## config.mk

```make
export PLATFORM = sky130hd
export DESIGN_NAME = slink_ctrl_regs_top
export DESIGN_NICKNAME = d
export VERILOG_FILES = /design/src/hdl/slink_regs_pkg.sv /design/src/hdl/slink_apb_pkg.sv /design/src/hdl/slink_ctrl_regs_top.sv /design/src/hdl/slink_reg_file.sv /design/src/hdl/slink_int_status.sv /design/src/hdl/slink_apb_slave.sv
export SDC_FILE = /design/constraint.sdc
export NUM_CORES = 1
export LEC_CHECK = 0
export BUFFER_PORTS_ARGS = -buffer_cell sky130_fd_sc_hd__buf_2
export CORE_MARGIN = 5
export CORE_UTILIZATION = 50
export CTS_CLUSTER_SIZE = 12
export DETAILED_ROUTE_END_ITERATION = 12
export PLACE_DENSITY = 0.81
export RECOVER_POWER = 25
export SETUP_SLACK_MARGIN = 0.02
export SYNTH_ARGS = -nofsm -noshare
export SYNTH_HDL_FRONTEND = slang
export SYNTH_HIERARCHICAL = 1
export SYNTH_SLANG_ARGS = --single-unit
```

## constraint.sdc

```tcl
create_clock -name RegClk -period 3.05 [get_ports RegClk]
set_input_delay 0.1525 -clock RegClk [delete_from_list [all_inputs] [get_ports RegClk]]
set_output_delay 0.1525 -clock RegClk [all_outputs]
set_load 0.01 [all_outputs]
```

## src/hdl/slink_regs_pkg.sv

```systemverilog
// Link control register map
`default_nettype none

package slink_regs_pkg;

  // --------------------
  // register offsets
  // --------------------
  typedef enum logic [7:0] {
    SWRESET         = 8'h00,
    ENABLE          = 8'h04,
    INT_STATUS      = 8'h08,
    INT_ENABLE      = 8'h0C,
    ERROR_CONTROL   = 8'h14,
    COUNT_VAL_1US   = 8'h18,
    AUX_CTRL_STATUS = 8'h1C,
    AUX_TX_PKT      = 8'h20,
    AUX_RX_PKT      = 8'h24,
    AUX_RX_STATUS   = 8'h28
  } reg_addr_e;

  // interrupt sources, one bit each
  localparam int NUM_INT = 7;
  typedef logic [NUM_INT-1:0] int_vec_t;

  localparam int INT_IDX_ECC_CORRUPTED = 0;
  localparam int INT_IDX_ECC_CORRECTED = 1;
  localparam int INT_IDX_CRC_CORRUPTED = 2;
  localparam int INT_IDX_AUX_RX_WFULL  = 3;
  localparam int INT_IDX_RESET_SEEN    = 4;
  localparam int INT_IDX_WAKE_SEEN     = 5;
  localparam int INT_IDX_IN_PSTATE     = 6;

  // one aux short packet
  typedef logic [23:0] aux_pkt_t;

  // decoded access from the apb slave
  typedef struct packed {
    logic [7:0]  offset;
    logic [31:0] wdata;
    logic        wr;
    logic        rd;
  } reg_access_t;

  // configuration outputs
  typedef struct packed {
    logic       swreset;
    logic       enable;
    int_vec_t   int_en;
    logic       allow_ecc_corrected;
    logic       ecc_corrected_causes_reset;
    logic       ecc_corrupted_causes_reset;
    logic       crc_corrupted_causes_reset;
    logic [9:0] count_val_1us;
    logic [7:0] short_pkt_min;
    logic [7:0] short_pkt_max;
  } ctrl_cfg_t;

  // fifo flags from the aux link
  typedef struct packed {
    logic tx_wfull;
    logic tx_rempty;
    logic rx_wfull;
    logic rx_rempty;
    logic fifos_active;
  } aux_status_t;

  // --------------------
  // 32-bit register layouts
  // --------------------
  typedef struct packed {
    logic [27:0] rsvd;
    logic        crc_corrupted_causes_reset;
    logic        ecc_corrupted_causes_reset;
    logic        ecc_corrected_causes_reset;
    logic        allow_ecc_corrected;
  } err_ctrl_reg_t;

  typedef struct packed {
    logic [14:0] rsvd;
    logic        fifos_active;
    logic [7:0]  short_pkt_max;
    logic [7:0]  short_pkt_min;
  } aux_ctrl_reg_t;

  // packet on write, tx flags on read
  typedef struct packed {
    logic     tx_rempty;
    logic     tx_wfull;
    logic [5:0] rsvd;
    aux_pkt_t pkt;
  } aux_tx_reg_t;

  typedef struct packed {
    logic [29:0] rsvd;
    logic        rx_rempty;
    logic        rx_wfull;
  } aux_rx_status_reg_t;

  // writable bits per register
  localparam logic [31:0] MASK_SWRESET       = 32'h0000_0001;
  localparam logic [31:0] MASK_ENABLE        = 32'h0000_0001;
  localparam logic [31:0] MASK_INT           = 32'h0000_007F;
  localparam logic [31:0] MASK_ERROR_CONTROL = 32'h0000_000F;
  localparam logic [31:0] MASK_COUNT_VAL_1US = 32'h0000_03FF;
  localparam logic [31:0] MASK_AUX_CTRL      = 32'h0000_FFFF;
  localparam logic [31:0] MASK_AUX_TX_PKT    = 32'h00FF_FFFF;

  // wake and pstate interrupts start disabled
  localparam int_vec_t INT_EN_RESET = (int_vec_t'(1) << INT_IDX_ECC_CORRUPTED)
                                    | (int_vec_t'(1) << INT_IDX_ECC_CORRECTED)
                                    | (int_vec_t'(1) << INT_IDX_CRC_CORRUPTED)
                                    | (int_vec_t'(1) << INT_IDX_AUX_RX_WFULL)
                                    | (int_vec_t'(1) << INT_IDX_RESET_SEEN);

  localparam ctrl_cfg_t CFG_RESET = '{
    swreset:                    1'b1,
    enable:                     1'b0,
    int_en:                     INT_EN_RESET,
    allow_ecc_corrected:        1'b1,
    ecc_corrected_causes_reset: 1'b0,
    ecc_corrupted_causes_reset: 1'b1,
    crc_corrupted_causes_reset: 1'b0,
    count_val_1us:              10'h026,
    short_pkt_min:              8'd4,
    short_pkt_max:              8'd4
  };

endpackage

`default_nettype wire

```

## src/hdl/slink_apb_pkg.sv

```systemverilog
// APB bus types
`default_nettype none

package slink_apb_pkg;

  // --------------------
  // bus widths
  // --------------------
  localparam int APB_ADDR_W = 8;
  localparam int APB_DATA_W = 32;

  // phase of the slave, as seen one cycle back
  typedef enum logic [1:0] {
    IDLE,
    SETUP,
    ACCESS
  } apb_phase_e;

  // --------------------
  // request, master to slave
  // --------------------
  typedef struct packed {
    logic                  psel;
    logic                  penable;
    logic                  pwrite;
    logic [APB_ADDR_W-1:0] paddr;
    logic [APB_DATA_W-1:0] pwdata;
  } apb_req_t;

  // response, zero wait states so pready is tied
  typedef struct packed {
    logic [APB_DATA_W-1:0] prdata;
    logic                  pready;
    logic                  pslverr;
  } apb_rsp_t;

endpackage

`default_nettype wire
```

## src/hdl/slink_ctrl_regs_top.sv

```systemverilog
// Link control register block
`timescale 1ns/1ps
`default_nettype none

module slink_ctrl_regs_top (
  input  logic                        RegClk,
  input  logic                        RegReset,
  input  slink_apb_pkg::apb_req_t     apb_req,
  output slink_apb_pkg::apb_rsp_t     apb_rsp,
  input  slink_regs_pkg::int_vec_t    int_events,
  output slink_regs_pkg::int_vec_t    int_status,
  output slink_regs_pkg::ctrl_cfg_t   cfg,
  input  slink_regs_pkg::aux_status_t aux_status,
  input  slink_regs_pkg::aux_pkt_t    aux_rx_pkt,
  output slink_regs_pkg::aux_pkt_t    aux_tx_pkt,
  output logic                        aux_tx_push,
  output logic                        aux_rx_pop
);

  // decoded access, slave to both register blocks
  slink_regs_pkg::reg_access_t reg_access;
  // readback back to the slave
  logic [31:0]                 rdata;

  // --------------------
  // bus front end
  // --------------------
  slink_apb_slave u_apb_slave (
    .RegClk     (RegClk),
    .RegReset   (RegReset),
    .apb_req    (apb_req),
    .rdata      (rdata),
    .apb_rsp    (apb_rsp),
    .reg_access (reg_access)
  );

  // sticky interrupts, also read back through the reg file
  slink_int_status u_int_status (
    .RegClk     (RegClk),
    .RegReset   (RegReset),
    .reg_access (reg_access),
    .int_events (int_events),
    .int_status (int_status)
  );

  slink_reg_file u_reg_file (
    .RegClk      (RegClk),
    .RegReset    (RegReset),
    .reg_access  (reg_access),
    .int_status  (int_status),
    .aux_status  (aux_status),
    .aux_rx_pkt  (aux_rx_pkt),
    .cfg         (cfg),
    .aux_tx_pkt  (aux_tx_pkt),
    .aux_tx_push (aux_tx_push),
    .aux_rx_pop  (aux_rx_pop),
    .rdata       (rdata)
  );

endmodule

`default_nettype wire

```

## src/hdl/slink_reg_file.sv

```systemverilog
// Control register file
`timescale 1ns/1ps
`default_nettype none

module slink_reg_file (
  input  logic                                  RegClk,
  input  logic                                  RegReset,
  input  slink_regs_pkg::reg_access_t           reg_access,
  input  slink_regs_pkg::int_vec_t              int_status,
  input  slink_regs_pkg::aux_status_t           aux_status,
  input  slink_regs_pkg::aux_pkt_t              aux_rx_pkt,
  output slink_regs_pkg::ctrl_cfg_t             cfg,
  output slink_regs_pkg::aux_pkt_t              aux_tx_pkt,
  output logic                                  aux_tx_push,
  output logic                                  aux_rx_pop,
  output logic [slink_apb_pkg::APB_DATA_W-1:0]  rdata
);
  import slink_apb_pkg::*;
  import slink_regs_pkg::*;

  ctrl_cfg_t             cfg_q;
  logic [APB_DATA_W-1:0] wr_mask;
  logic [APB_DATA_W-1:0] wr_word;
  err_ctrl_reg_t         err_w;
  aux_ctrl_reg_t         aux_ctrl_w;
  aux_tx_reg_t           aux_tx_w;
  err_ctrl_reg_t         err_r;
  aux_ctrl_reg_t         aux_ctrl_r;
  aux_tx_reg_t           aux_tx_r;
  aux_rx_status_reg_t    aux_rx_stat_r;

  // --------------------
  // write path
  // --------------------
  // keep reserved bits out of the fields
  always_comb begin
    case (reg_access.offset)
      SWRESET:         wr_mask = MASK_SWRESET;
      ENABLE:          wr_mask = MASK_ENABLE;
      INT_ENABLE:      wr_mask = MASK_INT;
      ERROR_CONTROL:   wr_mask = MASK_ERROR_CONTROL;
      COUNT_VAL_1US:   wr_mask = MASK_COUNT_VAL_1US;
      AUX_CTRL_STATUS: wr_mask = MASK_AUX_CTRL;
      AUX_TX_PKT:      wr_mask = MASK_AUX_TX_PKT;
      default:         wr_mask = '0;
    endcase
  end

  assign wr_word    = reg_access.wdata & wr_mask;
  assign err_w      = err_ctrl_reg_t'(wr_word);
  assign aux_ctrl_w = aux_ctrl_reg_t'(wr_word);
  assign aux_tx_w   = aux_tx_reg_t'(wr_word);

  // updates on the edge that ends the access cycle
  always_ff @(posedge RegClk or posedge RegReset) begin
    if (RegReset) begin
      cfg_q <= CFG_RESET;
    end else if (reg_access.wr) begin
      case (reg_access.offset)
        SWRESET:       cfg_q.swreset       <= wr_word[0];
        ENABLE:        cfg_q.enable        <= wr_word[0];
        INT_ENABLE:    cfg_q.int_en        <= wr_word[NUM_INT-1:0];
        COUNT_VAL_1US: cfg_q.count_val_1us <= wr_word[9:0];
        ERROR_CONTROL: begin
          cfg_q.allow_ecc_corrected        <= err_w.allow_ecc_corrected;
          cfg_q.ecc_corrected_causes_reset <= err_w.ecc_corrected_causes_reset;
          cfg_q.ecc_corrupted_causes_reset <= err_w.ecc_corrupted_causes_reset;
          cfg_q.crc_corrupted_causes_reset <= err_w.crc_corrupted_causes_reset;
        end
        AUX_CTRL_STATUS: begin
          cfg_q.short_pkt_min <= aux_ctrl_w.short_pkt_min;
          cfg_q.short_pkt_max <= aux_ctrl_w.short_pkt_max;
        end
        // int status is handled next door, the rest is read-only
        default:       cfg_q <= cfg_q;
      endcase
    end
  end

  assign cfg = cfg_q;

  // --------------------
  // aux fifo strobes
  // --------------------
  // push even when full, fifo drops it
  assign aux_tx_push = reg_access.wr & (reg_access.offset == AUX_TX_PKT);
  assign aux_tx_pkt  = aux_tx_push ? aux_tx_w.pkt : '0;
  assign aux_rx_pop  = reg_access.rd & (reg_access.offset == AUX_RX_PKT);

  // --------------------
  // readback
  // --------------------
  assign err_r = '{
    rsvd:                       '0,
    crc_corrupted_causes_reset: cfg_q.crc_corrupted_causes_reset,
    ecc_corrupted_causes_reset: cfg_q.ecc_corrupted_causes_reset,
    ecc_corrected_causes_reset: cfg_q.ecc_corrected_causes_reset,
    allow_ecc_corrected:        cfg_q.allow_ecc_corrected
  };

  assign aux_ctrl_r = '{
    rsvd:          '0,
    fifos_active:  aux_status.fifos_active,
    short_pkt_max: cfg_q.short_pkt_max,
    short_pkt_min: cfg_q.short_pkt_min
  };

  // packet field reads back as zero
  assign aux_tx_r = '{
    tx_rempty: aux_status.tx_rempty,
    tx_wfull:  aux_status.tx_wfull,
    rsvd:      '0,
    pkt:       '0
  };

  assign aux_rx_stat_r = '{
    rsvd:      '0,
    rx_rempty: aux_status.rx_rempty,
    rx_wfull:  aux_status.rx_wfull
  };

  // captured offset only
  always_comb begin
    case (reg_access.offset)
      SWRESET:         rdata = APB_DATA_W'(cfg_q.swreset);
      ENABLE:          rdata = APB_DATA_W'(cfg_q.enable);
      INT_STATUS:      rdata = APB_DATA_W'(int_status);
      INT_ENABLE:      rdata = APB_DATA_W'(cfg_q.int_en);
      ERROR_CONTROL:   rdata = err_r;
      COUNT_VAL_1US:   rdata = APB_DATA_W'(cfg_q.count_val_1us);
      AUX_CTRL_STATUS: rdata = aux_ctrl_r;
      AUX_TX_PKT:      rdata = aux_tx_r;
      AUX_RX_PKT:      rdata = APB_DATA_W'(aux_rx_pkt);
      AUX_RX_STATUS:   rdata = aux_rx_stat_r;
      default:         rdata = '0;
    endcase
  end

endmodule

`default_nettype wire

```

## src/hdl/slink_int_status.sv

```systemverilog
// Sticky interrupt status
`timescale 1ns/1ps
`default_nettype none

module slink_int_status (
  input  logic                        RegClk,
  input  logic                        RegReset,
  input  slink_regs_pkg::reg_access_t reg_access,
  input  slink_regs_pkg::int_vec_t    int_events,
  output slink_regs_pkg::int_vec_t    int_status
);
  import slink_regs_pkg::*;

  // two-flop synchronizer
  int_vec_t sync_ff1;
  int_vec_t sync_ff2;
  // one cycle back, for the edge
  int_vec_t edge_ff;
  int_vec_t rise;
  int_vec_t clr;
  int_vec_t status_q;

  // --------------------
  // synchronize events
  // --------------------
  always_ff @(posedge RegClk or posedge RegReset) begin
    if (RegReset) begin
      sync_ff1 <= '0;
      sync_ff2 <= '0;
      edge_ff  <= '0;
    end else begin
      sync_ff1 <= int_events;
      sync_ff2 <= sync_ff1;
      edge_ff  <= sync_ff2;
    end
  end

  // rising edge, event is the third edge after input rise
  assign rise = sync_ff2 & ~edge_ff;

  // --------------------
  // write one to clear
  // --------------------
  // only bits written as 1 clear
  assign clr = (reg_access.wr && (reg_access.offset == INT_STATUS)) ?
               reg_access.wdata[NUM_INT-1:0] : '0;

  always_ff @(posedge RegClk or posedge RegReset) begin
    if (RegReset) begin
      status_q <= '0;
    end else begin
      // clear beats a new edge in the same cycle
      status_q <= (status_q | rise) & ~clr;
    end
  end

  assign int_status = status_q;

endmodule

`default_nettype wire

```

## src/hdl/slink_apb_slave.sv

```systemverilog
// APB slave front end
`timescale 1ns/1ps
`default_nettype none

module slink_apb_slave (
  input  logic                        RegClk,
  input  logic                        RegReset,
  input  slink_apb_pkg::apb_req_t     apb_req,
  input  logic [31:0]                 rdata,
  output slink_apb_pkg::apb_rsp_t     apb_rsp,
  output slink_regs_pkg::reg_access_t reg_access
);
  import slink_apb_pkg::*;
  import slink_regs_pkg::*;

  // phase of the last cycle
  apb_phase_e            phase_q;
  apb_phase_e            phase_d;
  logic [APB_ADDR_W-1:0] addr_q;
  logic [APB_DATA_W-1:0] wdata_q;
  logic                  write_q;
  logic                  setup_cyc;
  logic                  access_cyc;
  logic                  mapped;

  // --------------------
  // phase tracking
  // --------------------
  assign setup_cyc  = apb_req.psel & ~apb_req.penable;
  // access only counts right after a setup
  assign access_cyc = apb_req.psel & apb_req.penable & (phase_q == SETUP);

  always_comb begin
    if (setup_cyc) begin
      phase_d = SETUP;
    end else if (access_cyc) begin
      phase_d = ACCESS;
    end else begin
      phase_d = IDLE;
    end
  end

  always_ff @(posedge RegClk or posedge RegReset) begin
    if (RegReset) begin
      phase_q <= IDLE;
      addr_q  <= '0;
      write_q <= 1'b0;
    end else begin
      phase_q <= phase_d;
      // capture on the setup edge
      if (setup_cyc) begin
        addr_q  <= apb_req.paddr;
        write_q <= apb_req.pwrite;
      end
    end
  end

  always_ff @(posedge RegClk) begin
    if (setup_cyc) begin
      wdata_q <= apb_req.pwdata;
    end
  end

  // --------------------
  // offset decode
  // --------------------
  always_comb begin
    case (addr_q)
      SWRESET, ENABLE, INT_STATUS, INT_ENABLE, ERROR_CONTROL,
      COUNT_VAL_1US, AUX_CTRL_STATUS, AUX_TX_PKT, AUX_RX_PKT,
      AUX_RX_STATUS: mapped = 1'b1;
      default:       mapped = 1'b0;
    endcase
  end

  // strobes only reach mapped registers
  assign reg_access.offset = addr_q;
  assign reg_access.wdata  = wdata_q;
  assign reg_access.wr     = access_cyc & write_q & mapped;
  assign reg_access.rd     = access_cyc & ~write_q & mapped;

  // unmapped reads return zero
  assign apb_rsp.prdata  = mapped ? rdata : '0;
  assign apb_rsp.pready  = 1'b1;
  assign apb_rsp.pslverr = access_cyc & ~mapped;

endmodule

`default_nettype wire

```

Word-level counts from Yosys, hierarchy flattened
Cells that the tools add are included.
{"block": "classes", "n_mux": 8, "n_reduce_logical": 10, "bitwise": 19, "eq_ne": 10}
{"op": "32-bit case mux with 10 select lines", "n": 1}
{"op": "24-bit case mux with 6 select lines", "n": 1}
{"op": "32-bit 2-to-1 mux", "n": 1}
{"op": "24-bit AND", "n": 1}
{"op": "8-bit by 5-bit equality test with 1-bit output, second input constant", "n": 3}
{"op": "8-bit by 6-bit equality test with 1-bit output, second input constant", "n": 3}
{"op": "24-bit 2-to-1 mux", "n": 1}
{"op": "8-bit by 4-bit equality test with 1-bit output, second input constant", "n": 2}
{"op": "7-bit AND", "n": 2}
{"op": "7-bit inverter", "n": 2}
{"op": "2-bit AND reduction", "n": 6}
{"op": "1-bit AND", "n": 10}
{"op": "10-bit OR reduction", "n": 1}
{"op": "8-bit by 3-bit equality test with 1-bit output, second input constant", "n": 1}
{"op": "8-bit logical NOT", "n": 1}
{"op": "7-bit 2-to-1 mux", "n": 1}
{"op": "7-bit OR", "n": 1}
{"op": "2-bit 2-to-1 mux", "n": 2}
{"op": "1-bit inverter", "n": 3}
{"op": "2-bit by 1-bit equality test with 1-bit output, second input constant", "n": 1}
{"op": "2-bit OR reduction", "n": 1}
{"op": "1-bit logical AND", "n": 1}
{"op": "1-bit 2-to-1 mux", "n": 1}
{"block": "totals", "elab_cells": 65, "ff_bits": 102, "in_bits": 81}

Depth between registers and ports, before layout
Gate-level depths: netlist (run 1).
{"block": "depth", "ltp_word": 8, "ltp_mapped": 7, "depth_no_buf": 6}

Hierarchy
Netlist (run 1), hierarchy kept.
{"mod": "slink_reg_file", "area_per_inst_um2": 2555.0, "n_inst": 1, "cells_per_inst": 247}
{"mod": "slink_apb_slave", "area_per_inst_um2": 1671.6, "n_inst": 1, "cells_per_inst": 101}
{"mod": "slink_int_status", "area_per_inst_um2": 847.1, "n_inst": 1, "cells_per_inst": 54}

Least setup slack after synthesis (run 1)
Ideal clock, no wire load.
{"block": "synth_path", "path_kind": "register to register", "startpoint": "reg u_apb_slave.addr_q[1]", "endpoint": "reg u_reg_file.cfg_q, in the netlist u_reg_file/cfg[35]", "setup_slack_ns": 0.555, "path_stages_with_launch": 7, "arrival_time_ns": 2.370, "setup_ns": 0.125, "period_less_slack_ns": 2.495, "cell_sequence": "dfrtp_1 or4_4 a211oi_4 and3_1 clkbuf_1 nand3_1 mux2_2"}
{"item": "start, declared", "line": "slink_apb_slave.sv:19", "source": "logic [APB_ADDR_W-1:0] addr_q;"}
{"item": "start signal, assigned", "line": "slink_apb_slave.sv:52", "source": "addr_q <= apb_req.paddr;"}
{"item": "end signal, assigned", "line": "slink_reg_file.sv:75", "source": "default: cfg_q <= cfg_q;"}
{"item": "end, declared", "line": "slink_reg_file.sv:21", "source": "ctrl_cfg_t cfg_q;"}

==> results_dict.tcl, run 1 <==
set metrics [dict create \
    cpPeakStageDelay_ps 560 \
    routedLengthMet1_mm 5.58 \
    die_h_um 108 \
    syn_area_per_cell_um2 12.3 \
    io-pin-count 187 \
    drc_errors 0 \
    synth_warnings 6 \
    wl_per_cell_um 18.6 \
    critPathMaxFanout 14 \
    cts_buffer_depth 2 \
    worstMarginPinSlew_ps 2150 \
    power_density_nw_per_um2 425 \
    grt_pass1_wl_mm 21.3 \
    start_util 0.518 \
    setup_slack_ps 128 \
    vias 3917 \
    slew_headroom -0.432 \
    outcome "complete, but fails checks" \
    place.gp.congestion 0.889 \
    grt-ovfl-total 0 \
    post_cts_resize_count 0 \
    critical_path_class "register to output pin" \
    cp.buffers_inverters 2 \
    pre_cts_slack_ps 327 \
    core_area_um2 9330 \
    max_cap_viol_count 2 \
    postRouteAntennaNets 0 \
    critPathCaptureType "output pin" \
    clock-sinks 102 \
    rrSetupSlack_ps 280 \
    layout-drive-gt1-share 0.449 \
    crit_chain "nor4b_4 > nor4b_4 > buf_4 > nand2_1 > o221ai_1 > and2_1 > buf_2" \
    cp.arrival_ps 2770 \
    port_buffers 171 \
    grt_start_max_net_pins 40 \
    fp.dieW_um 108 \
    drv_slew 56 \
    antenna_found_initial 0 \
    track_usage 0.236 \
    cts.reportedPaths.clkPinSlew_ps 110 \
    tns_ps 0 \
    diodes 0 \
    clock_latency_ps 370 \
    fmax_mhz 342 \
    cp_top_family "simple AND/OR/NAND/NOR gates" \
    crit_required_ps 2900 \
    multiInputGateArea_um2 1940 \
    htree_levels 3 \
    route.met2.wl_mm 6.93 \
    path_common_cell "nor4b_4" \
    vdd_drop_max_mv 0.314 \
    routed_wl_mm 13.7 \
    rsz0062_at_grt "no" \
    rows 35 \
    grt_pass1_vias 4153 \
    hp-class "input pin to register" \
    clock-skew-final_ps 17.4 \
    nFillCells 718 \
    p_leak_nw 3.20 \
    cts_made_buffers 9 \
    mappedNetlistArea_um2 4830 \
    root_buffer "clkbuf_8" \
    dr.pass1.iters 5 \
    dieArea_um2 11700 \
    netlist_instances 394 \
    area_growth_pct 31.9 \
    cts_tree "yes" \
    dpl.hpwl_mm 9.75 \
    nets 684 \
    violations "max-capacitance violations, max-slew violations" \
    finalHoldViolCount 0 \
    finalCritPeriodShare 0.958 \
    vias_per_cell 5.31 \
    wl_met3_mm 1.01 \
    regArea_um2 2690 \
    period_minus_slack_ps 2920 \
    finalSetupViolCount 0 \
    crit_slowest_cell "nor4b_4" \
    drtIter0Drc 299 \
    critPathLaunchType "register" \
    top_layer_used "met4" \
]
[through the flow]
stage | total power, mW | hold WS (ps) | instances | util | cell area, µm²
4_1_cts | 2.74 | 0.201 | 736 | 0.685 | 6380
6_report | 2.71 | 14.4 | 737 | 0.684 | 6380
2_1_floorplan | 1.71 | 4.94 | 399 | - | 4850
3_3_place_gp | 1.81 | 183 | 681 | 0.620 | 5790
3_5_place_dp | 1.82 | 187 | 681 | 0.620 | 5790
5_1_grt | 2.83 | 0.153 | 737 | 0.684 | 6380
[cell usage in the layout, fill, tap and decap left out, types with 2 or more instances in the layout]
cell             n
a21oi_1         14
a21oi_2          3
a22o_1           8
a22oi_1          6
a31oi_1          2
a32oi_1          2
and2_1          43
and3_1          29
buf_2          168
buf_4           12
clkbuf_1         4
clkbuf_8         9
conb_1           7
dfrtp_1         65
dfstp_2         13
dlygate4sd3_1   39
edfxtp_1        24
inv_1           12
inv_8            3
mux2_2          49
nand2_1         21
nand3_1          9
nand3b_1         4
nand4_1          4
nor2_1           4
nor2b_1          6
nor3_1           2
nor3b_1          6
nor4b_1          2
nor4b_4          3
o21ai_0          6
or3_1            2
[what timing repair did]
item / in CTS / in global routing
setup buffers: 0 / 1
hold endpoints to repair: 75 / 0
endpoints found under the setup margin: 0 / 2
hold buffers: 39 / 0
[metal layers]
layer | GRT usage | vias to the layer above
met5 | 0 | -
met4 | 0.0721 | 0
met3 | 0.0478 | 19
met2 | 0.409 | 179
met1 | 0.300 | 1906
li1 | - | 1813
[power breakdown]
part | internal, mW | total [mW] | switching [mW]
clock | 0.368 | 0.870 | 0.502
combinational | 0.151 | 0.316 | 0.165
sequential | 1.45 | 1.52 | 0.0681
total | 1.97 | 2.71 | 0.736
[final cells by class]
| class | count | area share |
|---|---|---|
| flip-flops and latches | 102 | 0.422 |
| multi-input cells | 255 | 0.304 |
| repair buffers | 223 | 0.210 |
| well taps | 129 | 0.0253 |
| clock buffers | 10 | 0.0233 |
| clock inverters | 6 | 0.00922 |
| inverters | 12 | 0.00706 |
[registers in the layout, indices dropped and copies added, names as in the netlist]
name                     cells
u_apb_slave/wdata_q         24
u_int_status/sync_ff2        7
u_apb_slave/addr_q           8
u_int_status/int_status      7
u_apb_slave/write_q          1
u_int_status/edge_ff         7
u_int_status/sync_ff1        7
u_apb_slave/phase_q          2
u_reg_file/cfg              39
[worst paths after layout]
check,cells after the start,endpoint,from
min in group asynchronous,3,u_apb_slave/addr_q[4]$_DFFE_PP0P_,RegReset
max,7,apb_rsp[8],u_apb_slave/addr_q[1]$_DFFE_PP0P_
min reg2reg,0,u_int_status/sync_ff2[6]$_DFF_PP0_,u_int_status/sync_ff1[6]$_DFF_PP0_
min,2,u_apb_slave/addr_q[0]$_DFFE_PP0P_,apb_req[32]
max reg2reg,6,u_reg_file/cfg[4]$_DFFE_PP0P_,u_apb_slave/addr_q[6]$_DFFE_PP0P_
max in group asynchronous,4,u_reg_file/cfg[7]$_DFFE_PP0P_,RegReset
[worst reg2reg max path: cells and delay by family, from the launching register on]
kind | cells | cell delay [ps]
AND/OR/NAND/NOR | 3 | 1280
flip-flops | 1 | 500
multiplexers | 1 | 450
buffers and inverters | 1 | 240
AO/OA/AOI/OAI | 1 | 180
(Power assumes the default switching activity.)
==> run 2, diff against run 1 <==
- RECOVER_POWER: 25 -> not set
==> run 2 against run 1 <==
The flow now finishes without violations. Total power barely moved. Clock power about the same. Non-clock buffer count unchanged. Highest routed layer unchanged.
==> results_dict.tcl, run 2 (synthesis gave the netlist of run 1 again) <==
set metrics [dict create \
    outcome "completed" \
    start_util 0.518 \
    cts_tree "yes" \
    clock-sinks 102 \
    htree_levels 3 \
    seq_power_share 0.561 \
    drc_errors 0 \
    cts_made_buffers 9 \
    drtIter0Drc 285 \
    nets 684 \
    fin_total_pwr_mw 2.71 \
    vdd_drop_max_mv 0.314 \
    antenna_found_initial 0 \
    hp-class "input pin to register" \
    drv_slew 0 \
    area_growth_pct 32.3 \
    wl_per_cell_um 18.6 \
    clock_latency_ps 370 \
    layout_commonest_cell "buf_2" \
    post_cts_resize_count 0 \
    grt_pass1_vias 4153 \
    slew_headroom 0.266 \
    pwr-share-clk 0.321 \
    io-pin-count 187 \
    grt-ovfl-total 0 \
    p_int_mw 1.98 \
    vias 3924 \
    crit_required_ps 2900 \
    switchingPower_mw 0.736 \
    max_cap_viol_count 0 \
    layout-drive-gt1-share 0.457 \
    diodes 0 \
    largest_register_ffs 39 \
    critPathMaxFanout 14 \
    power_density_nw_per_um2 424 \
    track_usage 0.236 \
    root_buffer "clkbuf_8" \
    worstMarginPinSlew_ps 1100 \
    period_minus_slack_ps 2880 \
    rrSetupSlack_ps 290 \
    vias_per_cell 5.32 \
    port_buffers 171 \
    swShare 0.272 \
    cts.reportedPaths.clkPinSlew_ps 110 \
    place.gp.congestion 0.889 \
    dieArea_um2 11700 \
    routed_wl_mm 13.7 \
    cp.arrival_ps 2730 \
    critical_path_class "register to output pin" \
    fmax_mhz 347 \
    power_frac_comb 0.117 \
    layout_common_cells "171 x buf_2, 65 x dfrtp_1, 49 x mux2_2" \
    dr.pass1.iters 5 \
    die_h_um 108 \
    tns_ps 0 \
    rows 35 \
    cts_buffer_depth 2 \
    core_area_um2 9330 \
    clock-skew-final_ps 17.1 \
    finalHoldViolCount 0 \
    rsz0062_at_grt "no" \
    fp.dieW_um 108 \
    grt_pass1_wl_mm 21.3 \
    finalSetupViolCount 0 \
    grt_start_max_net_pins 40 \
    p_leak_nw 3.22 \
    nFillCells 713 \
    critPathCaptureType "output pin" \
    finalCritPeriodShare 0.945 \
    critPathLaunchType "register" \
    dpl.hpwl_mm 9.75 \
    postRouteAntennaNets 0 \
]
## run 2: timing repair
item,CTS,global route
buffers inserted,0,1
endpoints found under the hold margin,75,0
setup endpoints to repair,0,2
hold buffers,39,0
## run 2: final cells by class
class / instances / area [µm²] / share of cell area
Multi-Input combinational cell: 255 / 1950 / 0.304
Tap cell: 129 / 161 / 0.0252
Clock inverter: 6 / 58.8 / 0.00920
Clock buffer: 10 / 149 / 0.0233
Inverter: 12 / 45.0 / 0.00705
Timing Repair Buffer: 223 / 1340 / 0.210
Sequential cell: 102 / 2690 / 0.421
## run 2: final timing paths
check                      depth (start not counted)                               start                            endpoint
min in group asynchronous                          3                            RegReset   u_apb_slave/addr_q[4]$_DFFE_PP0P_
hold / removal                                     2                         apb_req[32]   u_apb_slave/addr_q[0]$_DFFE_PP0P_
setup / recovery                                   7   u_apb_slave/addr_q[1]$_DFFE_PP0P_                          apb_rsp[8]
max in group asynchronous                          3                            RegReset  u_int_status/sync_ff1[3]$_DFF_PP0_
setup reg to reg                                   6   u_apb_slave/addr_q[6]$_DFFE_PP0P_       u_reg_file/cfg[4]$_DFFE_PP0P_
hold reg to reg                                    0  u_int_status/sync_ff1[0]$_DFF_PP0_  u_int_status/sync_ff2[0]$_DFF_PP0_
## run 2: worst max-delay path, cell delays in order (launching register included)
cell      delay [ps]
dfrtp_1          520
nor4b_4          530
nor4b_4          530
buf_4            310
nand2_1           80
o221ai_1          90
and2_1           170
buf_2            130
## run 2: routing by layer
metal | vias up | GRT usage | part of all wire
met5 | - | 0 | 0
met4 | 0 | 0.0721 | 0.015
met3 | 21 | 0.0478 | 0.077
met2 | 190 | 0.409 | 0.50
met1 | 1897 | 0.300 | 0.41
li1 | 1816 | - | -
## run 2: through the flow
stage                     hold slack (ps)  area (µm²)  instances   util  setup WS (ps)
after floorplan                      4.94        4850        399      -            555
after global placement                183        5790        681  0.620            402
after detailed placement              187        5790        681  0.620            327
after CTS                           0.201        6380        736  0.685            132
after global routing                0.217        6390        737  0.685           34.8
final                                13.8        6390        737  0.685            168
## run 2: power by group through the flow
stage          clock network [mW]  logic [mW]  registers (mW)
3_5_place_dp                    0       0.272            1.55
6_report                    0.871       0.318            1.52
3_3_place_gp                    0       0.267            1.54
2_1_floorplan                   0       0.189            1.53
5_1_grt                     0.955       0.344            1.53
4_1_cts                     0.903       0.312            1.52
